$ cat src/source/trace_pkg.sv
// trace geometry; depth is 2**(aw-1) because address bit 0 picks the record field; dw < 32
`default_nettype none

package trace_pkg;

  localparam int aw = 12;                  // trace window address bits
  localparam int dw = 20;                  // traced data word
  localparam int tw = 24;                  // timestamp delta field
  localparam int depth = 2 ** (aw - 1);    // records in the buffer
  localparam int strobe_bits = 4;          // phase strobes on top of the word

  // data bits that carry the phase strobes
  localparam logic [dw-1:0] strobe_mask = {{strobe_bits{1'b1}}, {(dw - strobe_bits){1'b0}}};

  // strobe k fires for counter nibble 0, 2, 4, 8
  // a record's strobes match this rule applied to (counter field - 1)
  function automatic logic [strobe_bits-1:0] phase_hits(input logic [3:0] nibble);
    return {
      nibble == 4'h8,                      // strobe 3
      nibble == 4'h4,                      // strobe 2
      nibble == 4'h2,                      // strobe 1
      nibble == 4'h0                       // strobe 0
    };
  endfunction

endpackage

`default_nettype wire

$ cat src/source/pattern_gen.sv
// test pattern only; counter wraps every 2**(dw-4) cycles, strobe timing fixed to a 4-bit nibble
`timescale 1ns/100ps
`default_nettype none

module pattern_gen #(
  parameter int dw = 20
) (
  input  wire          clk,
  input  wire          reset,
  output logic [dw-1:0] trace_data
);

  localparam int sb = trace_pkg::strobe_bits;  // strobes on top
  localparam int cw = dw - sb;                 // counter below

  logic [cw-1:0] counter;
  logic [sb-1:0] strobes;

  always_ff @(posedge clk) begin
    if (reset) begin
      counter <= '0;
      strobes <= '0;
    end else begin
      counter <= counter + 1'b1;                        // changes every cycle
      strobes <= trace_pkg::phase_hits(counter[3:0]);  // one cycle behind the count
    end
  end

  // strobes above the counter
  assign trace_data = {strobes, counter};

endmodule

`default_nettype wire

$ cat config.mk
export PLATFORM = sky130hd
export DESIGN_NAME = pattern_gen
export DESIGN_NICKNAME = d
export VERILOG_FILES = /design/src/source/trace_pkg.sv /design/src/source/pattern_gen.sv
export SDC_FILE = /design/constraint.sdc
export NUM_CORES = 1
export LEC_CHECK = 0
export BUFFER_PORTS_ARGS = -buffer_cell sky130_fd_sc_hd__buf_2
export CAP_MARGIN = 25
export CORE_MARGIN = 5
export CORE_UTILIZATION = 38
export CTS_BUF_LIST = sky130_fd_sc_hd__clkbuf_4 sky130_fd_sc_hd__clkbuf_8 sky130_fd_sc_hd__clkbuf_16
export DETAILED_ROUTE_END_ITERATION = 7
export HOLD_SLACK_MARGIN = 0.06
export PLACE_DENSITY = 0.66
export SETUP_SLACK_MARGIN = 0.1
export SYNTH_ARGS = -nofsm -noshare
export SYNTH_HDL_FRONTEND = slang
export SYNTH_SLANG_ARGS = --single-unit
$ cat constraint.sdc
create_clock -name clk -period 4.3 [get_ports clk]
set_clock_uncertainty 0.05 [all_clocks]
set_input_delay 0.86 -clock clk [delete_from_list [all_inputs] [get_ports clk]]
set_output_delay 0.86 -clock clk [all_outputs]
set_load 0.02 [all_outputs]
# Word level (Yosys, flattened, before mapping)
# Index checks and enable logic that the tools add are counted.
# classes
n_addsub,1
eq_ne,3
reduce_logical,1
# ops
op,n
$add 16x1->16 const B,1
$eq 4x2->1 const B,1
$eq 4x3->1 const B,1
$eq 4x4->1 const B,1
$logic_not 4->1,1
# totals
regBits,20
in_bits,2
output_inout_bits,20
wordCells,7

# Depth between registers and ports, before layout
# depth
depth_word,1
mapped_depth,5

# Least setup slack after synthesis
# No wires, ideal clock.
# synth_path
path_type,input to register
startpoint,in reset
endpoint,reg counter[10]
setup_ns,0.128
arrival_time_ns,1.440
required_ns,4.122
setup_slack_ns,2.682
cell_stages,3
path_cell_list,clkbuf_1 clkbuf_1 nor2_1
# synth_lines
element,line_no,source
start: declaration,pattern_gen.sv:9,"input wire reset,"
end signal: assignment,pattern_gen.sv:24,counter <= counter + 1'b1;
end: declaration,pattern_gen.sv:16,logic [cw-1:0] counter;
# No word-level cell between the ends.

# Worst setup path in the final report
# layout_path
startpoint,reg counter[2]
endpoint,out trace_data[2]
# layout_lines
element,line_no,source
end: declaration,pattern_gen.sv:10,output logic [dw-1:0] trace_data
# No word-level cell between the ends.

==> reports/metrics.yaml <==
outcome:
  status: "complete, no violations"
cells_and_area:
  post_route_cells_drive_above_1_share_pct: 27.7
  final_util_pct: 46.1
  area_growth_pct: 15.3
  final_net_count: 119
  multi_input_area_sq_um: 443
  regArea_sq_um: 400
  final_area_sq_um: 1030
  num_antenna_cells: 0
  final_cells: 140
  n_fill_cell: 223
detailed_routing:
  viasPerCell: 4.73
  wl_met1_microns: 773
  highest_layer: "met4"
  route.detailed.drc: 0
  vias: 662
  met3_length_microns: 70
  wire_per_inst_microns: 11.9
  wl_met2_microns: 810
  detail_route.wirelength_mm: 1.67
  ant_nets: 0
  dr.first_iter.drc_count: 10
  dr.pass1.iters: 3
clock_tree:
  hold_buffers: 0
  clock_latency_ns: 0.28
  clk_path_buf_depth: 2
  cts_resized: 0
  clkTransAtPathRegs_ns: 0.11
  cts_tree: "yes"
  post-cts-setup-buffer-count: 0
  htree_num_levels: 1
  cts.sink_count: 20
  cts-root-buf: "clkbuf_4"
  numCtsBuffers: 3
synth:
  synth_edf_count: 0
  synth_seq_area_share_pct: 44.9
  ys_types: 25
  synthArstFlopShare_pct: 0
  syn_nets: 97
  syn-mean-instance-area_sq_um: 9.70
  synth_most_common_cell: "dfxtp_1"
  netlist.area_leader.share_pct: 44.9
  netlist_top_cells_count: "20 x dfxtp_1, 13 x nor2_1, 9 x xnor2_1, 6 x inv_1"
  yosysTopAreaCell: "dfxtp_1"
  ys_ff_latch: 20
  yosys-top-cells-area: "dfxtp_1 45%, xnor2_1 8.8%, nor2_1 5.5%"
  netlist_area_sq_um: 892
  synth_warnings: 0
  netlist_instances: 92
  synthFlopType: "dfxtp_1"
die:
  core_area_sq_um: 2230
  dieWidth_microns: 58.5
  dieArea_sq_um: 3420
  fp-row-count: 17
  initial_core_util_pct: 39.9
  ios: 22
  die_h_microns: 58.5
timing:
  final_hold_viol_count: 0
  max_freq_mhz: 490
  setup_slack_ns: 2.26
  drv_slew: 0
  min_period_over_period_pct: 47.5
  fin_crit_ns: 2.04
  worst_slew_pin_slew_ns: 0.427
  holdWs_ns: 0.451
  rsz0062_at_grt: "no"
  setup_tns_ns: 0
  setup_viol: 0
  maxSlewHeadroom_pct: 71.5
place:
  hpwl_mm: 1.25
  post_dp_cell_area_sq_um: 1010
  preCtsSetupSlack_ns: 2.58
  gp_congestion: 0.772
  portBuffers: 21
  dp.cells: 137
pwr:
  leakage_nw: 0.412
  ir_worst_vdd_mv: 0.124
  powerDensity_nw_per_um2: 292
  power_uw: 300
worst_setup_path:
  crit_required_ns: 3.39
  critPathMaxStageDelay_ns: 0.60
  crit_path_end_kind: "output pin"
  critPathKind: "reg2out"
  crit_path_start_kind: "register"
  cpLargestDelayFamily: "flip-flops"
  worstPathArrival_ns: 1.13
  critPathMaxFanout: 10
  critical_path_buf_inv_count: 1
  path_cells: "buf_2"
  cp_slowest_cell: "dfxtp_1"
grt:
  grt_pass1_vias: 663
  grt_pass1_wl_mm: 2.86
  groute.usage.overall_pct: 10.6
  antenna_found_initial: 0
  grt_max_degree: 19
  grt_overflow: 0
job:
  drv_cap: 0
hold_path:
  hold_class: "reg2reg"
## path summary, 6_finish.rpt
path / slack [ns] / end / startpoint / cells past startpoint
worst max-delay path: 2.26 / trace_data[2] / counter[2] / 1
worst min-delay path: 0.45 / counter[0] / counter[0] / 1
worst max register to register: 2.77 / counter[14] / counter[1] / 5
worst min register to register: 0.45 / counter[0] / counter[0] / 1
## sequential cells by signal (all words and copies together) (netlist names)
| signal | cells |
|---|---|
| counter | 16 |
| strobes | 4 |
## cells in the final DEF, fill, tap and decap left out, drive strengths merged
master	count
nor4b	1
nand2b	1
o21ai	2
inv	6
nor4	3
buf	21
a21o	1
a21oi	3
ha	3
nor3	6
dfxtp	20
xnor2	9
xor2	2
or3	2
nand2	4
clkbuf	3
nor3b	2
nand3	6
nor2b	1
nand4	3
nor2	13
## report_power, final
part | internal [mW] | switching, mW | total, mW
combinational | 0.00731 | 0.0137 | 0.0211
sequential | 0.189 | 0.00521 | 0.194
clock | 0.0325 | 0.0524 | 0.0849
## cell families after synthesis
logic type                 after synthesis  synth area share (%)
DFF                                     20                  44.9
adders and majority gates                3                  4.21
and+or+nand+nor                         42                  31.0
xor gates and xnor gates                11                  10.8
buffers and inverters                   10                  5.47
AOI/OAI and AO/OA                        6                  3.65
## metal layers
metal / up-vias / global-route usage, %
met5: - / 0
li1: 346 / -
met3: 2 / 2.85
met2: 9 / 18.2
met4: 0 / 2.98
met1: 305 / 12.9
## cell type report
type / count / area share, %
repair buffers: 21 / 10.2
clock buffers: 3 / 2.19
inverters: 6 / 2.19
flip-flops and latches: 20 / 38.9
well taps: 28 / 3.41
multi-input cells: 62 / 43.1
No activity file was read; power rests on OpenSTA's default activity.
