$ cat src/source/bus_pkg.sv
// local bus map; windows must be power-of-two sized and aligned, reads settle in read_latency
`default_nettype none

package bus_pkg;

  localparam int bus_aw = 16;               // host address
  localparam int bus_dw = 32;               // host data
  localparam int read_latency = 2;          // address to lb_rdata, address held

  localparam logic [bus_dw-1:0] unmapped_value = 32'hdeadbeef;
  localparam logic [15:0] rom_magic = 16'h7ace;  // ROM word 0

  localparam logic [bus_aw-1:0] trace_base = 16'h0000;   // record readback
  localparam logic [bus_aw-1:0] trace_size = 16'h1000;
  localparam logic [bus_aw-1:0] start_addr = 16'h1000;   // write bit 0 to start
  localparam logic [bus_aw-1:0] running_addr = 16'h1001; // capture state
  localparam logic [bus_aw-1:0] wr_ptr_addr = 16'h1002;  // records written
  localparam logic [bus_aw-1:0] mask_addr = 16'h1003;    // change mask, r/w
  localparam logic [bus_aw-1:0] rom_base = 16'h4000;     // config ROM
  localparam logic [bus_aw-1:0] rom_size = 16'h0800;

  // true when addr falls inside an aligned window
  function automatic logic in_window(input logic [bus_aw-1:0] addr,
                                     input logic [bus_aw-1:0] base,
                                     input logic [bus_aw-1:0] size);
    return (addr & ~(size - 1'b1)) == base;
  endfunction

endpackage

`default_nettype wire

$ cat src/source/trace_host_regs.sv
// bus decoder; data is valid 2 cycles after a held address, no write handshake, needs dw < 32
`timescale 1ns/100ps
`default_nettype none

module trace_host_regs #(
  parameter int aw = 12,
  parameter int dw = 20
) (
  input  wire                        clk,
  input  wire                        reset,
  input  wire [bus_pkg::bus_aw-1:0]  lb_addr,
  input  wire [bus_pkg::bus_dw-1:0]  lb_wdata,
  input  wire                        lb_write,
  output logic [bus_pkg::bus_dw-1:0] lb_rdata,
  output logic                       start,
  output logic [dw-1:0]              change_mask,
  input  wire                        running,
  input  wire [aw-1:0]               wr_ptr,
  input  wire [bus_pkg::bus_dw-1:0]  trace_rdata,
  input  wire [15:0]                 rom_data
);

  logic [bus_pkg::bus_dw-1:0] read_word;  // mux before the output register

  // writes, start is a one-cycle pulse
  always_ff @(posedge clk) begin
    if (reset) begin
      start <= 1'b0;
      change_mask <= '1;                  // every bit counts by default
    end else begin
      start <= lb_write && (lb_addr == bus_pkg::start_addr) && lb_wdata[0];
      if (lb_write && (lb_addr == bus_pkg::mask_addr)) begin
        change_mask <= lb_wdata[dw-1:0];
      end
    end
  end

  // read mux, ROM and trace data already one cycle late
  always_comb begin
    read_word = '0;
    if (bus_pkg::in_window(lb_addr, bus_pkg::rom_base, bus_pkg::rom_size)) begin
      read_word[15:0] = rom_data;
    end else if (bus_pkg::in_window(lb_addr, bus_pkg::trace_base, bus_pkg::trace_size)) begin
      read_word = trace_rdata;            // already zero-extended
    end else if (lb_addr == bus_pkg::running_addr) begin
      read_word[0] = running;
    end else if (lb_addr == bus_pkg::wr_ptr_addr) begin
      read_word[aw-1:0] = wr_ptr;
    end else if (lb_addr == bus_pkg::mask_addr) begin
      read_word[dw-1:0] = change_mask;
    end else begin
      read_word = bus_pkg::unmapped_value;  // includes the write-only start
    end
  end

  // second read stage
  always_ff @(posedge clk) begin
    if (reset) begin
      lb_rdata <= bus_pkg::unmapped_value;
    end else begin
      lb_rdata <= read_word;
    end
  end

endmodule

`default_nettype wire

$ cat config.mk
export PLATFORM = sky130hd
export DESIGN_NAME = trace_host_regs
export DESIGN_NICKNAME = d
export VERILOG_FILES = /design/src/source/bus_pkg.sv /design/src/source/trace_host_regs.sv
export SDC_FILE = /design/constraint.sdc
export NUM_CORES = 1
export LEC_CHECK = 0
export BUFFER_PORTS_ARGS = -buffer_cell sky130_fd_sc_hd__buf_4
export CAP_MARGIN = 40
export CORE_AREA = 2 2 75 77
export DETAILED_ROUTE_END_ITERATION = 10
export DIE_AREA = 0 0 77 79
export PLACE_DENSITY = 0.87
export SYNTH_ARGS = -nofsm -noshare
export SYNTH_HDL_FRONTEND = slang
export SYNTH_SLANG_ARGS = --single-unit
$ cat constraint.sdc
create_clock -name clk -period 3.8 [get_ports clk]
set_clock_uncertainty 0.1 [all_clocks]
set_input_delay 0.76 -clock clk [delete_from_list [all_inputs] [get_ports clk]]
set_output_delay 0.76 -clock clk [all_outputs]
set_load 0.1 [all_outputs]
Yosys cells after proc, flatten, opt, wreduce, memory -nomap -nowiden
Index checks and enable logic that the tools add are counted.
{ "op_classes": {"n_eq_ne": 5, "mux": 9, "reduce_logical": 5} }
{ "op_table": {"columns": ["op", "n"], "rows": [
  ["== test 16 x 13 -> 1 bit, second input constant", 4],
  ["two-way mux 20 bit", 2],
  ["two-way mux 16 bit", 2],
  ["two-way mux 32 bit", 1],
  ["two-way mux 31 bit", 1],
  ["two-way mux 12 bit", 2],
  ["logical NOT 16 bit", 1],
  ["== test 5 x 4 -> 1 bit, second input constant", 1],
  ["logical AND 1 bit", 3],
  ["OR reduction 2 bit", 1],
  ["two-way mux 1 bit", 1]
]} }
{ "totals": {"regBits": 53, "wordCells": 23} }

Depth between registers and ports, before layout
{ "logic_depth": {"depth_word": 6, "mapped_depth": 5} }

Worst setup path after synthesis
OpenSTA, ideal clock, no wires.
{ "synth_path": {"path_type": "input-to-reg", "start": "input lb_addr[8] (netlist name)", "end": "register change_mask[16]", "t_arrival_ns": 1.869, "slack_ns": 1.712, "path_stages": 5, "path_cell_list": "nor4_2 > nand4_1 > buf_2 > o21a_1 > a211o_1"} }
{ "synth_via": {"elab_chain_len": 2} }
{ "synth_lines": {"columns": ["element", "line_no", "source"], "rows": [
  ["start: declaration", "trace_host_regs.sv:11", "input wire [bus_pkg::bus_aw-1:0] lb_addr,"],
  ["== test 16 x 13 -> 1 bit", "trace_host_regs.sv:32", "if (lb_write && (lb_addr == bus_pkg::mask_addr)) begin"],
  ["logical AND 1 bit", "trace_host_regs.sv:32", null],
  ["end signal: assignment", "trace_host_regs.sv:33", "change_mask <= lb_wdata[dw-1:0];"],
  ["end: declaration", "trace_host_regs.sv:16", "output logic [dw-1:0] change_mask,"]
]} }
Every way passes these cells.
A chain may end at the register's enable or synchronous reset.

Worst setup path in the final report
{ "layout_path": {"start": "input lb_addr[13] (netlist name)", "end": "register lb_rdata[2] (netlist name)"} }
{ "layout_via": {"elab_chain_len": 6, "word_cells_on_any_way": 10, "classes_between": "eq/ne: 4; mux: 5; reduce/logical: 1"} }
{ "layout_lines": {"columns": ["element", "line_no", "source"], "rows": [
  ["== test 16 x 13 -> 1 bit", "trace_host_regs.sv:49", "end else if (lb_addr == bus_pkg::mask_addr) begin"],
  ["two-way mux 20 bit", "trace_host_regs.sv:49", null],
  ["two-way mux 12 bit", "trace_host_regs.sv:47", "end else if (lb_addr == bus_pkg::wr_ptr_addr) begin"],
  ["two-way mux 31 bit", "trace_host_regs.sv:45", "end else if (lb_addr == bus_pkg::running_addr) begin"],
  ["two-way mux 32 bit", "trace_host_regs.sv:43", "end else if (bus_pkg::in_window(lb_addr, bus_pkg::trace_base, bus_pkg::trace_size)) begin"],
  ["two-way mux 16 bit *", "trace_host_regs.sv:41", "if (bus_pkg::in_window(lb_addr, bus_pkg::rom_base, bus_pkg::rom_size)) begin"],
  ["end signal: assignment", "trace_host_regs.sv:59", "lb_rdata <= bus_pkg::unmapped_value;"],
  ["end signal: assignment", "trace_host_regs.sv:61", "lb_rdata <= read_word;"],
  ["end: declaration", "trace_host_regs.sv:14", "output logic [bus_pkg::bus_dw-1:0] lb_rdata,"]
]} }
Mark *: on every way between the ends. The rest lies on a longest branch, timed or not.

==> metrics.yaml <==
cts:
  clkSlewWorstSetupHoldPaths_ns: 0.10
  ctsResizeCount: 0
  cts_tree: "done"
  clk_path_buf_depth: 2
  clock_tree.root_cell: "clkbuf_8"
  cts.sinks: 53
  cts_setup_buffers: 0
  cts-buffers-inserted: 5
  holdBufCountCts: 0
  h-tree-depth: 2
  clock_latency_ns: 0.30
yosys:
  synth.top_cells.by_count: "dfxtp_1, a211o_1, o21a_1"
  syn_area_per_cell_um2: 9.57
  synth-edff-count: 0
  ys_ff_latch: 53
  ys_types: 39
  synth_top_cell_by_area: "dfxtp_1"
  yosys-top-cells-area: "dfxtp_1, a211o_1, o21a_1, a221oi_1, o21ai_0"
  yosysMostFrequentCell: "dfxtp_1"
  syn_area_mm2: 0.00228
  syn_inst: 238
  synth_flop_cell: "dfxtp_1"
  synth_top_area_share_pct: 46.6
  seq_area_frac_synth_pct: 46.6
  synthArstFlopShare_pct: 0
  syn_nets: 350
  synth_warnings: 0
worst_setup_path:
  cp-start-kind: "input port"
  end_kind: "register"
  cp_cell_sequence: "buf_4, nor4_2, nand4_1, buf_4, a211oi_1, o21ai_0"
  crit_type: "in2reg"
  cpPeakStageDelay_ns: 0.54
  critPathRequiredTime_ns: 3.87
  worstPathArrival_ns: 2.70
  path_max_fanout: 22
  crit_top_cell: "buf_4"
  cp_slowest_cell: "nand4_1"
final_layout:
  finalNetCount: 493
  drive_above_1_share_pct: 45.5
  diodes: 0
  stdcell_count: 454
  syn2layout_area_growth_pct: 55.8
run:
  cap_violations: 0
power_and_ir_drop:
  power.leakage_nw: 1.50
  seqPwrFrac_pct: 52.0
  switchingPower_w: 0.000296
  sw_frac_of_total_pct: 27.3
  irDropWorstVdd_uv: 156
  p_comb_share_pct: 17.8
  power_density_mw_per_mm2: 305
  pwr-share-clk_pct: 30.1
  p_int_w: 0.000787
status:
  status: "complete, no violations"
sta:
  drv_slew: 0
  hold_violations: 0
  maxSlewHeadroom_pct: 44.1
  rsz0062_at_grt: "no"
  setup_viol: 0
  final.min_clock_period_ns: 2.63
  period_share_pct: 69.2
  fin_tns_setup_ns: 0
  fmaxAchievable_mhz: 380
  tightest_slew_ns: 0.837
floorplanning:
  die_y_um: 79
  rows: 27
  start_util_pct: 42.7
  die_area_mm2: 0.00608
  dieWidth_um: 77
  ios: 165
  core_mm2: 0.00534
placement:
  gp_congestion: 0.798
  dp_hpwl_mm: 5.38
  dp.cells: 446
  io_buffer_count: 152
grt:
  use_met3_pct: 5.91
  antenna_found_initial: 0
  grt_pass1_wl_mm: 11.3
  met2_usage_pct: 40.2
  busiest_layer: "met2"
  track_usage_pct: 23.5
  grt_max_degree: 51
  use_met1_pct: 29.8
  grt_pass1_vias: 2212
  globalRouteOverflowTotal: 0
routing:
  vias: 2357
  drt_iter0_markers: 148
  wl_per_cell_um: 15.8
  wl_mm: 7.16
  drc_errors: 0
  viasPerCell: 5.19
  final_antenna_net_count: 0
  drt_first_pass_iters: 5
worst_hold_path:
  hold_path.class: "reg2reg"
final timing paths:
| path | end | cells past startpoint | slack (ns) | from |
|---|---|---|---|---|
| min | lb_rdata[19] | 2 | 0.44 | change_mask[19] |
| min reg2reg | lb_rdata[19] | 2 | 0.44 | change_mask[19] |
| max | lb_rdata[2] | 6 | 1.17 | lb_addr[13] |
| max reg2reg | lb_rdata[0] | 4 | 2.62 | change_mask[0] |
power by group through the flow:
stage	logic [W]	clock network, W	registers, W
detailed placement	0.000194	0	0.000576
global placement	0.000191	0	0.000576
CTS	0.000194	0.000336	0.000564
global route	0.000205	0.000368	0.000564
finish	0.000193	0.000326	0.000563
floorplan	0.0000439	0	0.000626
sequential cells by signal, summed over array words and instances (netlist names):
signal,count
lb_rdata,32
change_mask,20
start,1
worst max-delay path: cells and delay by family:
family	cells	cell delay (ns)
buffers and inverters	2	0.53
AO/OA/AOI/OAI	2	0.49
AND/OR/NAND/NOR	2	0.91
cell type report:
class	count	area [µm²]
Clock buffer	5	68.8
Tap cell	72	90.1
Clock inverter	3	25.0
Timing Repair Buffer	156	1170
Inverter	6	22.5
Fill cell	483	1790
Multi-Input combinational cell	159	1110
Sequential cell	53	1060
placed cells by master, fill, tap and decap left out, types with 9 or more instances in the layout:
| cell | instances |
|---|---|
| buf_4 | 156 |
| dfxtp_1 | 53 |
| o21a_1 | 20 |
| a211o_1 | 20 |
| nor2_1 | 17 |
| o21ai_0 | 16 |
| a221oi_1 | 14 |
| nor2b_1 | 10 |
| o21bai_1 | 9 |
| a211oi_1 | 9 |
cells by family after synthesis:
family,count (synthesis),share of synthesized area (%)
muxes,3,1.37
AOI/OAI and AO/OA,101,32.9
xor gates and xnor gates,1,0.384
buffers and inverters,26,4.89
DFF,53,46.6
and+or+nand+nor,54,13.8
layer usage:
metal,vias to the layer above,part of all wire [%]
li1,1173,-
met1,1086,41
met2,94,51
met3,4,6.5
met4,0,0.67
met5,-,0
metrics by stage:
| step | total power (W) | setup slack, ns | cell area, µm² | util (%) | hold slack [ns] |
|---|---|---|---|---|---|
| final | 0.00108 | 1.17 | 3550 | 66.5 | 0.443 |
| after global routing | 0.00114 | 1.01 | 3550 | 66.5 | 0.509 |
| after detailed placement | 0.000770 | 0.883 | 3460 | 64.7 | 0.426 |
| after global placement | 0.000767 | 0.905 | 3460 | 64.7 | 0.409 |
| after floorplan | 0.000669 | 1.71 | 2280 | - | 0.778 |
| after CTS | 0.00109 | 1.21 | 3550 | 66.5 | 0.442 |
Note: power is estimated with default switching activity, not from simulation.
