==> config.mk <==
export PLATFORM = sky130hd
export DESIGN_NAME = config_rom
export DESIGN_NICKNAME = d
export VERILOG_FILES = /design/src/source/trace_pkg.sv /design/src/source/bus_pkg.sv /design/src/source/config_rom.sv
export SDC_FILE = /design/constraint.sdc
export NUM_CORES = 1
export LEC_CHECK = 0
export BUFFER_PORTS_ARGS = -buffer_cell sky130_fd_sc_hd__buf_2
export CAP_MARGIN = 20
export CORE_AREA = 2 2 39 41
export CTS_BUF_LIST = sky130_fd_sc_hd__clkbuf_4
export DETAILED_ROUTE_END_ITERATION = 7
export DIE_AREA = 0 0 41 43
export PLACE_DENSITY_LB_ADDON = 0.3
export SYNTH_ARGS = -nofsm -noshare
export SYNTH_HDL_FRONTEND = slang
export SYNTH_SLANG_ARGS = --single-unit
==> constraint.sdc <==
create_clock -name clk -period 1.31 [get_ports clk]
set_input_delay 0.0655 -clock clk [delete_from_list [all_inputs] [get_ports clk]]
set_output_delay 0.0655 -clock clk [all_outputs]
set_load 0.005 [all_outputs]
==> src/source/trace_pkg.sv <==
// trace geometry; depth is 2**(aw-1) because address bit 0 picks the record field; dw < 32
`default_nettype none

package trace_pkg;

  localparam int aw = 12;                  // trace window address bits
  localparam int dw = 20;                  // traced data word
  localparam int tw = 24;                  // timestamp delta field
  localparam int depth = 2 ** (aw - 1);    // records in the buffer
  localparam int strobe_bits = 4;          // phase strobes on top of the word

  // data bits that carry the phase strobes
  localparam logic [dw-1:0] strobe_mask = {{strobe_bits{1'b1}}, {(dw - strobe_bits){1'b0}}};

  // strobe k fires for counter nibble 0, 2, 4, 8
  // a record's strobes match this rule applied to (counter field - 1)
  function automatic logic [strobe_bits-1:0] phase_hits(input logic [3:0] nibble);
    return {
      nibble == 4'h8,                      // strobe 3
      nibble == 4'h4,                      // strobe 2
      nibble == 4'h2,                      // strobe 1
      nibble == 4'h0                       // strobe 0
    };
  endfunction

endpackage

`default_nettype wire

==> src/source/bus_pkg.sv <==
// local bus map; windows must be power-of-two sized and aligned, reads settle in read_latency
`default_nettype none

package bus_pkg;

  localparam int bus_aw = 16;               // host address
  localparam int bus_dw = 32;               // host data
  localparam int read_latency = 2;          // address to lb_rdata, address held

  localparam logic [bus_dw-1:0] unmapped_value = 32'hdeadbeef;
  localparam logic [15:0] rom_magic = 16'h7ace;  // ROM word 0

  localparam logic [bus_aw-1:0] trace_base = 16'h0000;   // record readback
  localparam logic [bus_aw-1:0] trace_size = 16'h1000;
  localparam logic [bus_aw-1:0] start_addr = 16'h1000;   // write bit 0 to start
  localparam logic [bus_aw-1:0] running_addr = 16'h1001; // capture state
  localparam logic [bus_aw-1:0] wr_ptr_addr = 16'h1002;  // records written
  localparam logic [bus_aw-1:0] mask_addr = 16'h1003;    // change mask, r/w
  localparam logic [bus_aw-1:0] rom_base = 16'h4000;     // config ROM
  localparam logic [bus_aw-1:0] rom_size = 16'h0800;

  // true when addr falls inside an aligned window
  function automatic logic in_window(input logic [bus_aw-1:0] addr,
                                     input logic [bus_aw-1:0] base,
                                     input logic [bus_aw-1:0] size);
    return (addr & ~(size - 1'b1)) == base;
  endfunction

endpackage

`default_nettype wire

==> src/source/config_rom.sv <==
// geometry ROM for the host, one-cycle registered read; undefined words read 0
`timescale 1ns/100ps
`default_nettype none

module config_rom (
  input  wire        clk,
  input  wire [10:0] address,
  output logic [15:0] data
);

  // word 0 identifies the build, words 1..3 give the trace widths
  localparam logic [15:0] word_magic = bus_pkg::rom_magic;
  localparam logic [15:0] word_aw = 16'(trace_pkg::aw);
  localparam logic [15:0] word_dw = 16'(trace_pkg::dw);
  localparam logic [15:0] word_tw = 16'(trace_pkg::tw);

  logic [15:0] lookup;  // combinational table

  always_comb begin
    case (address)
      11'd0: lookup = word_magic;
      11'd1: lookup = word_aw;       // trace window address bits
      11'd2: lookup = word_dw;       // data word width
      11'd3: lookup = word_tw;       // delta width
      default: lookup = 16'h0000;    // rest of the 2k window
    endcase
  end

  // output register, BRAM-like timing
  always_ff @(posedge clk) begin
    data <= lookup;
  end

endmodule

`default_nettype wire

; Yosys cells after proc, flatten, opt, wreduce, memory -nomap -nowiden
; Cells that the tools add are included.
[op_classes]
n_reduce_logical = 1
n_eq_ne = 3
muxes = 1
[op_table]
columns = cell, count
row1 = $pmux 15 s4, 1
row2 = $eq 11x2->1 const B, 2
row3 = $eq 11x1->1 const B, 1
row4 = $logic_not 11->1, 1
[word_totals]
output_inout_bits = 16
inputBits = 12
elab_cells = 6
regBits = 16

; Depth between registers and ports, before layout
; Gate-level depths: netlist (run 1).
[logic_depth]
depth_word = 2
mapped_depth = 2
ltp_nobuf = 2

; Worst setup path before layout (run 1)
; No wires, ideal clock.
[synth_timing]
kind = input -> register
from = input address[6]
to = register data[2]
cell_stages = 2
arrival_ps = 931
path_slack_ps = 267
n_path_buf = 0
setup_time_ps = 112
t_required_ps = 1198
path_cell_list = or4_4 a2111oi_1
[synth_via]
elab_chain_len = 2
elab_cells_between_ends = 5
cone_classes = 3 x eq/ne / 1 x mux / 1 x reduce/logical
[synth_rtl]
columns = element, line_no
row1 = start: declaration, config_rom.sv:7  ; input wire [10:0] address,
row2 = $eq 11x2->1 (tied with other cells), config_rom.sv:20  ; case (address)
row3 = $pmux 15 s4 (*), config_rom.sv:20
row4 = via lookup[2], config_rom.sv:17  ; logic [15:0] lookup;
row5 = end signal: assignment, config_rom.sv:31  ; data <= lookup;
row6 = end: declaration, config_rom.sv:8  ; output logic [15:0] data
; The timed path passes the listed nets; every way through them passes the cells marked *.

; Final worst setup path (run 1)
; Same ends and word-level chain as after synthesis.

==> results of run 1 <==
power breakdown:
group          switching, µW  leakage, µW  total (µW)  internal (µW)
sequential            0.0483    0.0000322         123            123
combinational           15.0     0.000139        30.6           15.6
clock                   47.8    0.0000138         150            102
worst max-delay path by stage:
stage,from,end,slack [ns],cells past startpoint
after floorplan,address[6],data[2],0.27,2
after global placement,address[6],data[3],0.13,3
after detailed placement,address[6],data[2],0.13,3
after CTS,address[6],data[2],0.36,3
after global routing,address[6],data[2],0.27,3
final,address[6],data[2],0.35,3
area by class of cell:
cell class | instances | share of cell area, %
Timing Repair Buffer | 22 | 33.72
Multi-Input combinational cell | 13 | 26.44
Sequential cell | 4 | 24.52
Clock buffer | 3 | 6.897
Tap cell | 16 | 6.130
Inverter | 2 | 2.299
kinds of logic after synthesis:
logic type      count (synthesis)  synth area share [%]
other cells                     1                 1.506
simple gates                    6                 17.09
compound gates                  2                 10.05
flops                           4                 32.16
buf+inv                        14                 39.20
stage by stage:
step | setup WS, ns | power [µW] | hold slack (ns) | cell area, µm²
final | 0.3471 | 303.4 | 0.05909 | 326.6
after global routing | 0.2717 | 324.6 | 0.07526 | 326.6
after CTS | 0.3634 | 313.6 | 0.04532 | 326.6
after detailed placement | 0.1261 | 155.2 | 0.2935 | 304.0
after global placement | 0.1316 | 154.5 | 0.2909 | 304.0
after floorplan | 0.2669 | 147.1 | 0.1543 | 264.0
synthesized netlist by cell type:
master	n	area [µm²]
conb_1	1	3.750
a2111oi_2	1	15.01
a2111oi_1	1	10.01
nor3_1	1	5.000
dfxtp_1	4	80.08
or2_2	1	6.260
inv_1	2	7.510
or3_1	1	6.260
nor4_1	1	6.260
or4_1	1	7.510
buf_4	12	90.09
or4_4	1	11.26
routing by layer:
layer	vias up	part of all wire [%]	wire length, µm	GRT usage [%]
met5	-	0	0	0
met4	0	4.5	19	10.00
met2	26	39	165	9.063
met3	2	19	82	2.094
met1	82	37	158	4.870
li1	111	-	-	-
worst max-delay path: stages:
cell,delay [ns]
buf_2,0.09
or4_4,0.55
a2111oi_1,0.37
==> flow_summary.toml, run 1 <==
[outcome]
status = "finished, final reports clean"

[floorplan]
core_um2 = 1384
io_pins = 28
dieArea_um2 = 1763
initial_core_util_pct = 17.99
die_h_um = 43
num_rows = 14
dieWidth_um = 41

[clock_network]
cts_buffer_depth = 2
h-tree-depth = 1
path_clk_slew_ns = 0.03
cts_num_sinks = 4
ctsResizeCount = 0
cts_buffers = 3
ctsHoldBuffers = 0
clockRootBuffer = "clkbuf_4"
post_cts_buffers = 0
cts_tree = "done"

[sta]
fin_crit_sh_pct = 73.50
fin_tns_setup_ns = 0
finalSetupViolCount = 0
hold_viol = 0
min_period_ns = 0.9629
fmax_mhz = 1039
slew_viol_final = 0
rsz0062_at_grt = "false"

[synth]
synth-seq-cells = 4
netlist_area_um2 = 249.0
yosysWarnings = 0
syn_area_per_cell_um2 = 9.222
synthDistinctLibCells = 12
seq_area_frac_synth_pct = 32.16
syn_inst = 27

[critical_path]
worst_ep_required_time_ns = 1.42
path_class = "in -> reg"
cp_data_arrival_time_ns = 1.08
startpoint_type = "primary input"
crit_fanout = 4
end_kind = "register"

[detailed_routing]
route.detailed.drc = 0
vias_per_cell = 3.683
avgRoutedWirePerCell_um = 7.100
wirelength_um = 426
dr.pass1.iters = 2
ant_nets = 0
dr_total_vias = 221
drtIter0Drc = 2

[finish]
stdcell_count = 60
nNetsFinal = 58
area_growth_pct = 31.16
top_regs = "data (4)"
insertedDiodeCount = 0
fillCellCount = 156
multi_input_area_um2 = 86.33
fin_util_pct = 23.60
layout-drive-gt1-share_pct = 63.64
final_common_cell = "buf_2"
final_cell_mix = "buf_2, conb_1, dfxtp_1, clkbuf_4, inv_1"
largest_reg_flops = 4
largest-register = "data"
seqCellArea_um2 = 80.08

[placement]
dp_cells = 57
portBuffers = 22
gp_congestion = 0.6790
dp_hpwl_um = 382

[global_routing]
grt_pass1_vias = 181
antenna_found_initial = 0
grt_start_max_net_pins = 9
grt_remaining_overflow = 0
grt_usage_pct = 6.344
grt_pass1_wl_um = 669

[worst_hold_path]
whs_path_depth = 2
min_from = "address[0]"
hold_path_class = "in -> reg"
hold_path_end = "data[2]"

[pwr]
ir_worst_vdd_mv = 0.1784
powerDensity_nw_per_um2 = 929.0
cellLeakagePower_uw = 0.0001852

[job]
max-cap-violations = 0
Power figures use the tool's default switching activity.
==> run 2, diff against run 1 <==
==> constraint.sdc (replaced) <==
create_clock -name clk -period 0.95 [get_ports clk]
set_input_delay 0.0475 -clock clk [delete_from_list [all_inputs] [get_ports clk]]
set_output_delay 0.0475 -clock clk [all_outputs]
set_load 0.005 [all_outputs]
==> run 2 against run 1 <==
Die area stayed put. Core utilization is 0.90 points higher. Hold slack got worse by 0.015 ns. Critical path depth did not move. First-iteration DRC count is 50% lower.
==> flow_summary.toml, run 2 (synthesis gave the netlist of run 1 again) <==
[finish]
fin_util_pct = 24.50
largest-register = "data"
final_common_cell = "buf_2"
stdcell_area_um2 = 339.1
insertedDiodeCount = 0
final_cell_mix = "buf_2, conb_1, dfxtp_1, clkbuf_4"
nNetsFinal = 59
fillCellCount = 164
area_growth_pct = 36.18
layout-drive-gt1-share_pct = 66.67
stdcell_count = 61
top_regs = "data (4)"
largest_reg_flops = 4

[sta]
min_period_ns = 0.8309
rsz0062_at_grt = "false"
slew_viol_final = 0
hold_viol = 0
whs_ns = 0.04378
fmax_mhz = 1203
finalSetupViolCount = 0
fin_crit_sh_pct = 87.47

[critical_path]
path_class = "in -> reg"
worst_ep_required_time_ns = 1.08
worstSetupStartpoint = "address[6]"
cp_data_arrival_time_ns = 0.96
end_kind = "register"
crit_fanout = 4
startpoint_type = "primary input"

[global_routing]
antenna_found_initial = 0
grt_pass1_wl_um = 593
grt_pass1_vias = 165
grt_start_max_net_pins = 9
grt_remaining_overflow = 0
grt_usage_pct = 5.823

[detailed_routing]
vias_per_cell = 3.770
dr.pass1.iters = 3
ant_nets = 0
route.detailed.drc = 0
wirelength_um = 419
avgRoutedWirePerCell_um = 6.869
dr_total_vias = 230
drtIter0Drc = 1

[clock_network]
h-tree-depth = 1
cts_num_sinks = 4
ctsHoldBuffers = 0
clockRootBuffer = "clkbuf_4"
ctsResizeCount = 0
path_clk_slew_ns = 0.04
post_cts_buffers = 0
cts_buffer_depth = 2
cts_buffers = 3
cts_tree = "done"

[floorplan]
num_rows = 14
dieWidth_um = 41
initial_core_util_pct = 17.99
io_pins = 28
die_h_um = 43
dieArea_um2 = 1763
core_um2 = 1384

[worst_hold_path]
hold_path_class = "in -> reg"
min_from = "address[0]"

[placement]
dp_cells = 58
dpl_cell_area_um2 = 316.6
portBuffers = 22
gp_congestion = 0.5643

[pwr]
cellLeakagePower_uw = 0.0001901
powerDensity_nw_per_um2 = 1234
ir_worst_vdd_mv = 0.3644

[outcome]
status = "finished, final reports clean"

[job]
max-cap-violations = 0
==> run 2: cell types whose count changed in the layout (fill, tap and decap cells not counted), sizes merged <==
cell,change
buf,+1
==> run 2: worst paths after layout <==
check / slack (ns) / depth (start not counted) / endpoint
worst max-delay path: 0.12 / 3 / data[4]
worst min-delay path: 0.04 / 2 / data[2]
==> run 2: where the power goes <==
group          total (µW)  switching [µW]  internal [µW]
clock                 203            61.8            141
combinational        46.7            22.5           24.2
sequential            169          0.0674            169
==> run 2: metal layers <==
layer  GRT usage [%]  part of all wire (%)
met4           8.000                     0
met2           6.563                    50
met3           4.712                    19
met1           5.145                    31
met5               0                     0
==> run 2: cell type report <==
cell class	instances	area, µm²	share of cell area, %
sequential	4	80.08	23.62
clock buffer	3	22.52	6.642
tap	16	20.02	5.904
multi-input combinational	13	91.34	26.94
timing repair buffer	23	117.6	34.69
inverter	2	7.507	2.214
==> run 2: metrics by stage <==
step / worst slack (ns) / setup TNS (ns) / power [µW]
6_report: 0.1191 / 0 / 418.5
5_1_grt: 0.02965 / 0 / 450.9
4_1_cts: 0.1042 / 0 / 430.2
3_5_place_dp: -0.1114 / -0.3130 / 218.6
3_3_place_gp: -0.1285 / -0.3163 / 218.0
2_1_floorplan: 0.03419 / 0 / 203.8
==> run 2: critical path, cell delays in order <==
cell and delay [ns]:
buf_2 0.09, or4_4 0.55, nor4_1 0.27
==> run 3, diff against run 2 <==
--- a/config.mk
+++ b/config.mk
@@ -5,8 +5,9 @@
 export SDC_FILE = /design/constraint.sdc
 export NUM_CORES = 1
 export LEC_CHECK = 0
-export BUFFER_PORTS_ARGS = -buffer_cell sky130_fd_sc_hd__buf_2
-export CAP_MARGIN = 20
+export ABC_AREA = 1
+export BUFFER_PORTS_ARGS = -buffer_cell sky130_fd_sc_hd__clkbuf_2
+export CAP_MARGIN = 25
 export CORE_AREA = 2 2 39 41
 export CTS_BUF_LIST = sky130_fd_sc_hd__clkbuf_4
 export DETAILED_ROUTE_END_ITERATION = 7
==> run 3 against run 2 <==
Synthesized cell count rose by 48%. Critical path depth fell by 2. Sequential share of layout area decreased by 0.40 points. Global-route usage grew 0.30 points. Die area is the same. Area after synthesis increased by 9.0%. Sequential power about the same. Combinational power hardly changed. Maximum frequency rose by 7.4%. Non-clock buffer count shrank 1. First-iteration DRC count increased to 3.0 times the previous value. Clock power hardly changed. Critical path type is now reg -> out. Largest cell class unchanged.
==> flow_summary.toml, run 3 <==
[synth]
synth-seq-cells = 4
netlist.area_leader.share_pct = 33.18
synth.top_cells.by_count = "buf_4, inv_1, nor2_1"
yosysWarnings = 0
synth_ff_type = "dfxtp_1"
synth_edf_count = 0
syn_area_per_cell_um2 = 6.788
seq_area_frac_synth_pct = 29.49
synth_largest_area_cell = "buf_4"
syn_inst = 40
synth-async-reset-ratio_pct = 0
yosysMostFrequentCell = "buf_4"
netlist_area_um2 = 271.5
synthDistinctLibCells = 10
ys_top_cells_by_area = "buf_4, dfxtp_1, inv_1, nor2_1, nand2_1"

[finish]
largest_reg_flops = 4
top_regs = "data (4)"
final_cell_mix = "clkbuf_2, inv_1, nor2_1, conb_1, nand2_1"
largest-register = "data"
stdcell_count = 73
final_common_cell = "clkbuf_2"
layout-drive-gt1-share_pct = 50.88
nNetsFinal = 71
area_growth_pct = 29.03
insertedDiodeCount = 0

[sta]
min_period_ns = 0.7736
hold_viol = 0
rsz0062_at_grt = "false"
fmax_mhz = 1293
slew_viol_final = 0
finalSetupViolCount = 0
fin_tns_setup_ns = 0
fin_crit_sh_pct = 81.44
timing.final.ws_setup_ns = 0.1764

[placement]
place_ws_ns = 0.3342
gp_congestion = 0.6180
portBuffers = 22
dp_cells = 70
dp_hpwl_um = 372.4

[detailed_routing]
avgRoutedWirePerCell_um = 5.658
route.detailed.drc = 0
vias_per_cell = 3.151
drtIter0Drc = 3
wirelength_um = 413
dr_total_vias = 230
ant_nets = 0
dr.pass1.iters = 2

[global_routing]
grt_pass1_wl_um = 648
grt_start_max_net_pins = 9
antenna_found_initial = 0
grt_remaining_overflow = 0
grt_pass1_vias = 198
grt_usage_pct = 6.124

[critical_path]
cp_data_arrival_time_ns = 0.73
slowest_stage = "dfxtp_2"
startpoint_type = "register"
path_class = "reg -> out"
path_cells = "clkbuf_2"
end_kind = "output pin"
crit_fanout = 8
crit_family = "flip-flops"
worst_ep_required_time_ns = 0.90
max_stage_delay_ns = 0.37
path_buf_inv = 1

[outcome]
status = "finished, final reports clean"

[pwr]
powerDensity_nw_per_um2 = 1197
ir_worst_vdd_mv = 0.3068
cellLeakagePower_uw = 0.0002215

[clock_network]
clockRootBuffer = "clkbuf_4"
cts_buffer_depth = 2
ctsHoldBuffers = 0
cts_num_sinks = 4
cts_buffers = 3
path_clk_slew_ns = 0.04
cts_tree = "done"
h-tree-depth = 1

[floorplan]
dieWidth_um = 41
core_um2 = 1384
dieArea_um2 = 1763
io_pins = 28
initial_core_util_pct = 19.62
die_h_um = 43
num_rows = 14

[worst_hold_path]
hold_path_end = "data[4]"
hold_path_class = "in -> reg"
whs_path_depth = 3
min_from = "address[1]"

[job]
max-cap-violations = 0
## run 3: stage by stage
step	utilization (%)	hold WS [ns]	instance area [µm²]	total power (µW)
after global routing	25.32	0.07550	350.3	451.0
after global placement	23.60	0.2826	326.6	218.5
after detailed placement	23.60	0.2854	326.6	218.7
after CTS	25.23	0.03546	349.1	437.3
after floorplan	-	0.1732	286.5	209.2
final	25.32	0.05103	350.3	419.4
## run 3: power breakdown
group          internal, µW  switching, µW  leakage (µW)  total [µW]
clock network           141           62.6     0.0000138         203
registers               169         0.0835     0.0000327         169
logic                  23.3           23.5      0.000175        46.8
total                   333           86.2      0.000221         419
## run 3: worst max path at each step
stage,from,end,slack (ns),cells after the start
floorplan,data[13],data[11],0.34,1
global placement,data[13],data[13],0.36,1
detailed placement,data[13],data[12],0.33,1
CTS,data[13],data[12],0.08,1
global route,data[13],data[9],0.1,1
finish,data[13],data[12],0.18,1
## run 3: repair_timing
item	CTS	global route
setup endpoints to repair	0	8
resized for setup	0	1
setup buffers	0	0
## run 3: layout make-up
| type | count | area, µm² |
|---|---|---|
| repair buffers | 22 | 110.1 |
| multi-input cells | 20 | 86.33 |
| clock buffers | 3 | 22.52 |
| flip-flops and latches | 4 | 81.33 |
| inverters | 8 | 30.03 |
| fillers | 150 | 1033 |
| well taps | 16 | 20.02 |
## run 3: kinds of logic after synthesis
| family | synth area share, % |
|---|---|
| buffers and inverters | 44.24 |
| DFF | 29.49 |
| and+or+nand+nor | 21.20 |
| other | 1.381 |
| AOI/OAI and AO/OA | 3.687 |
## run 3: routing by layer
metal / GRT usage, % / vias up / share of wire, %
met1: 6.752 / 76 / 38
met3: 0 / 0 / 18
met5: 0 / - / 0
met2: 6.875 / 23 / 44
li1: - / 131 / -
met4: 12.00 / 0 / 0
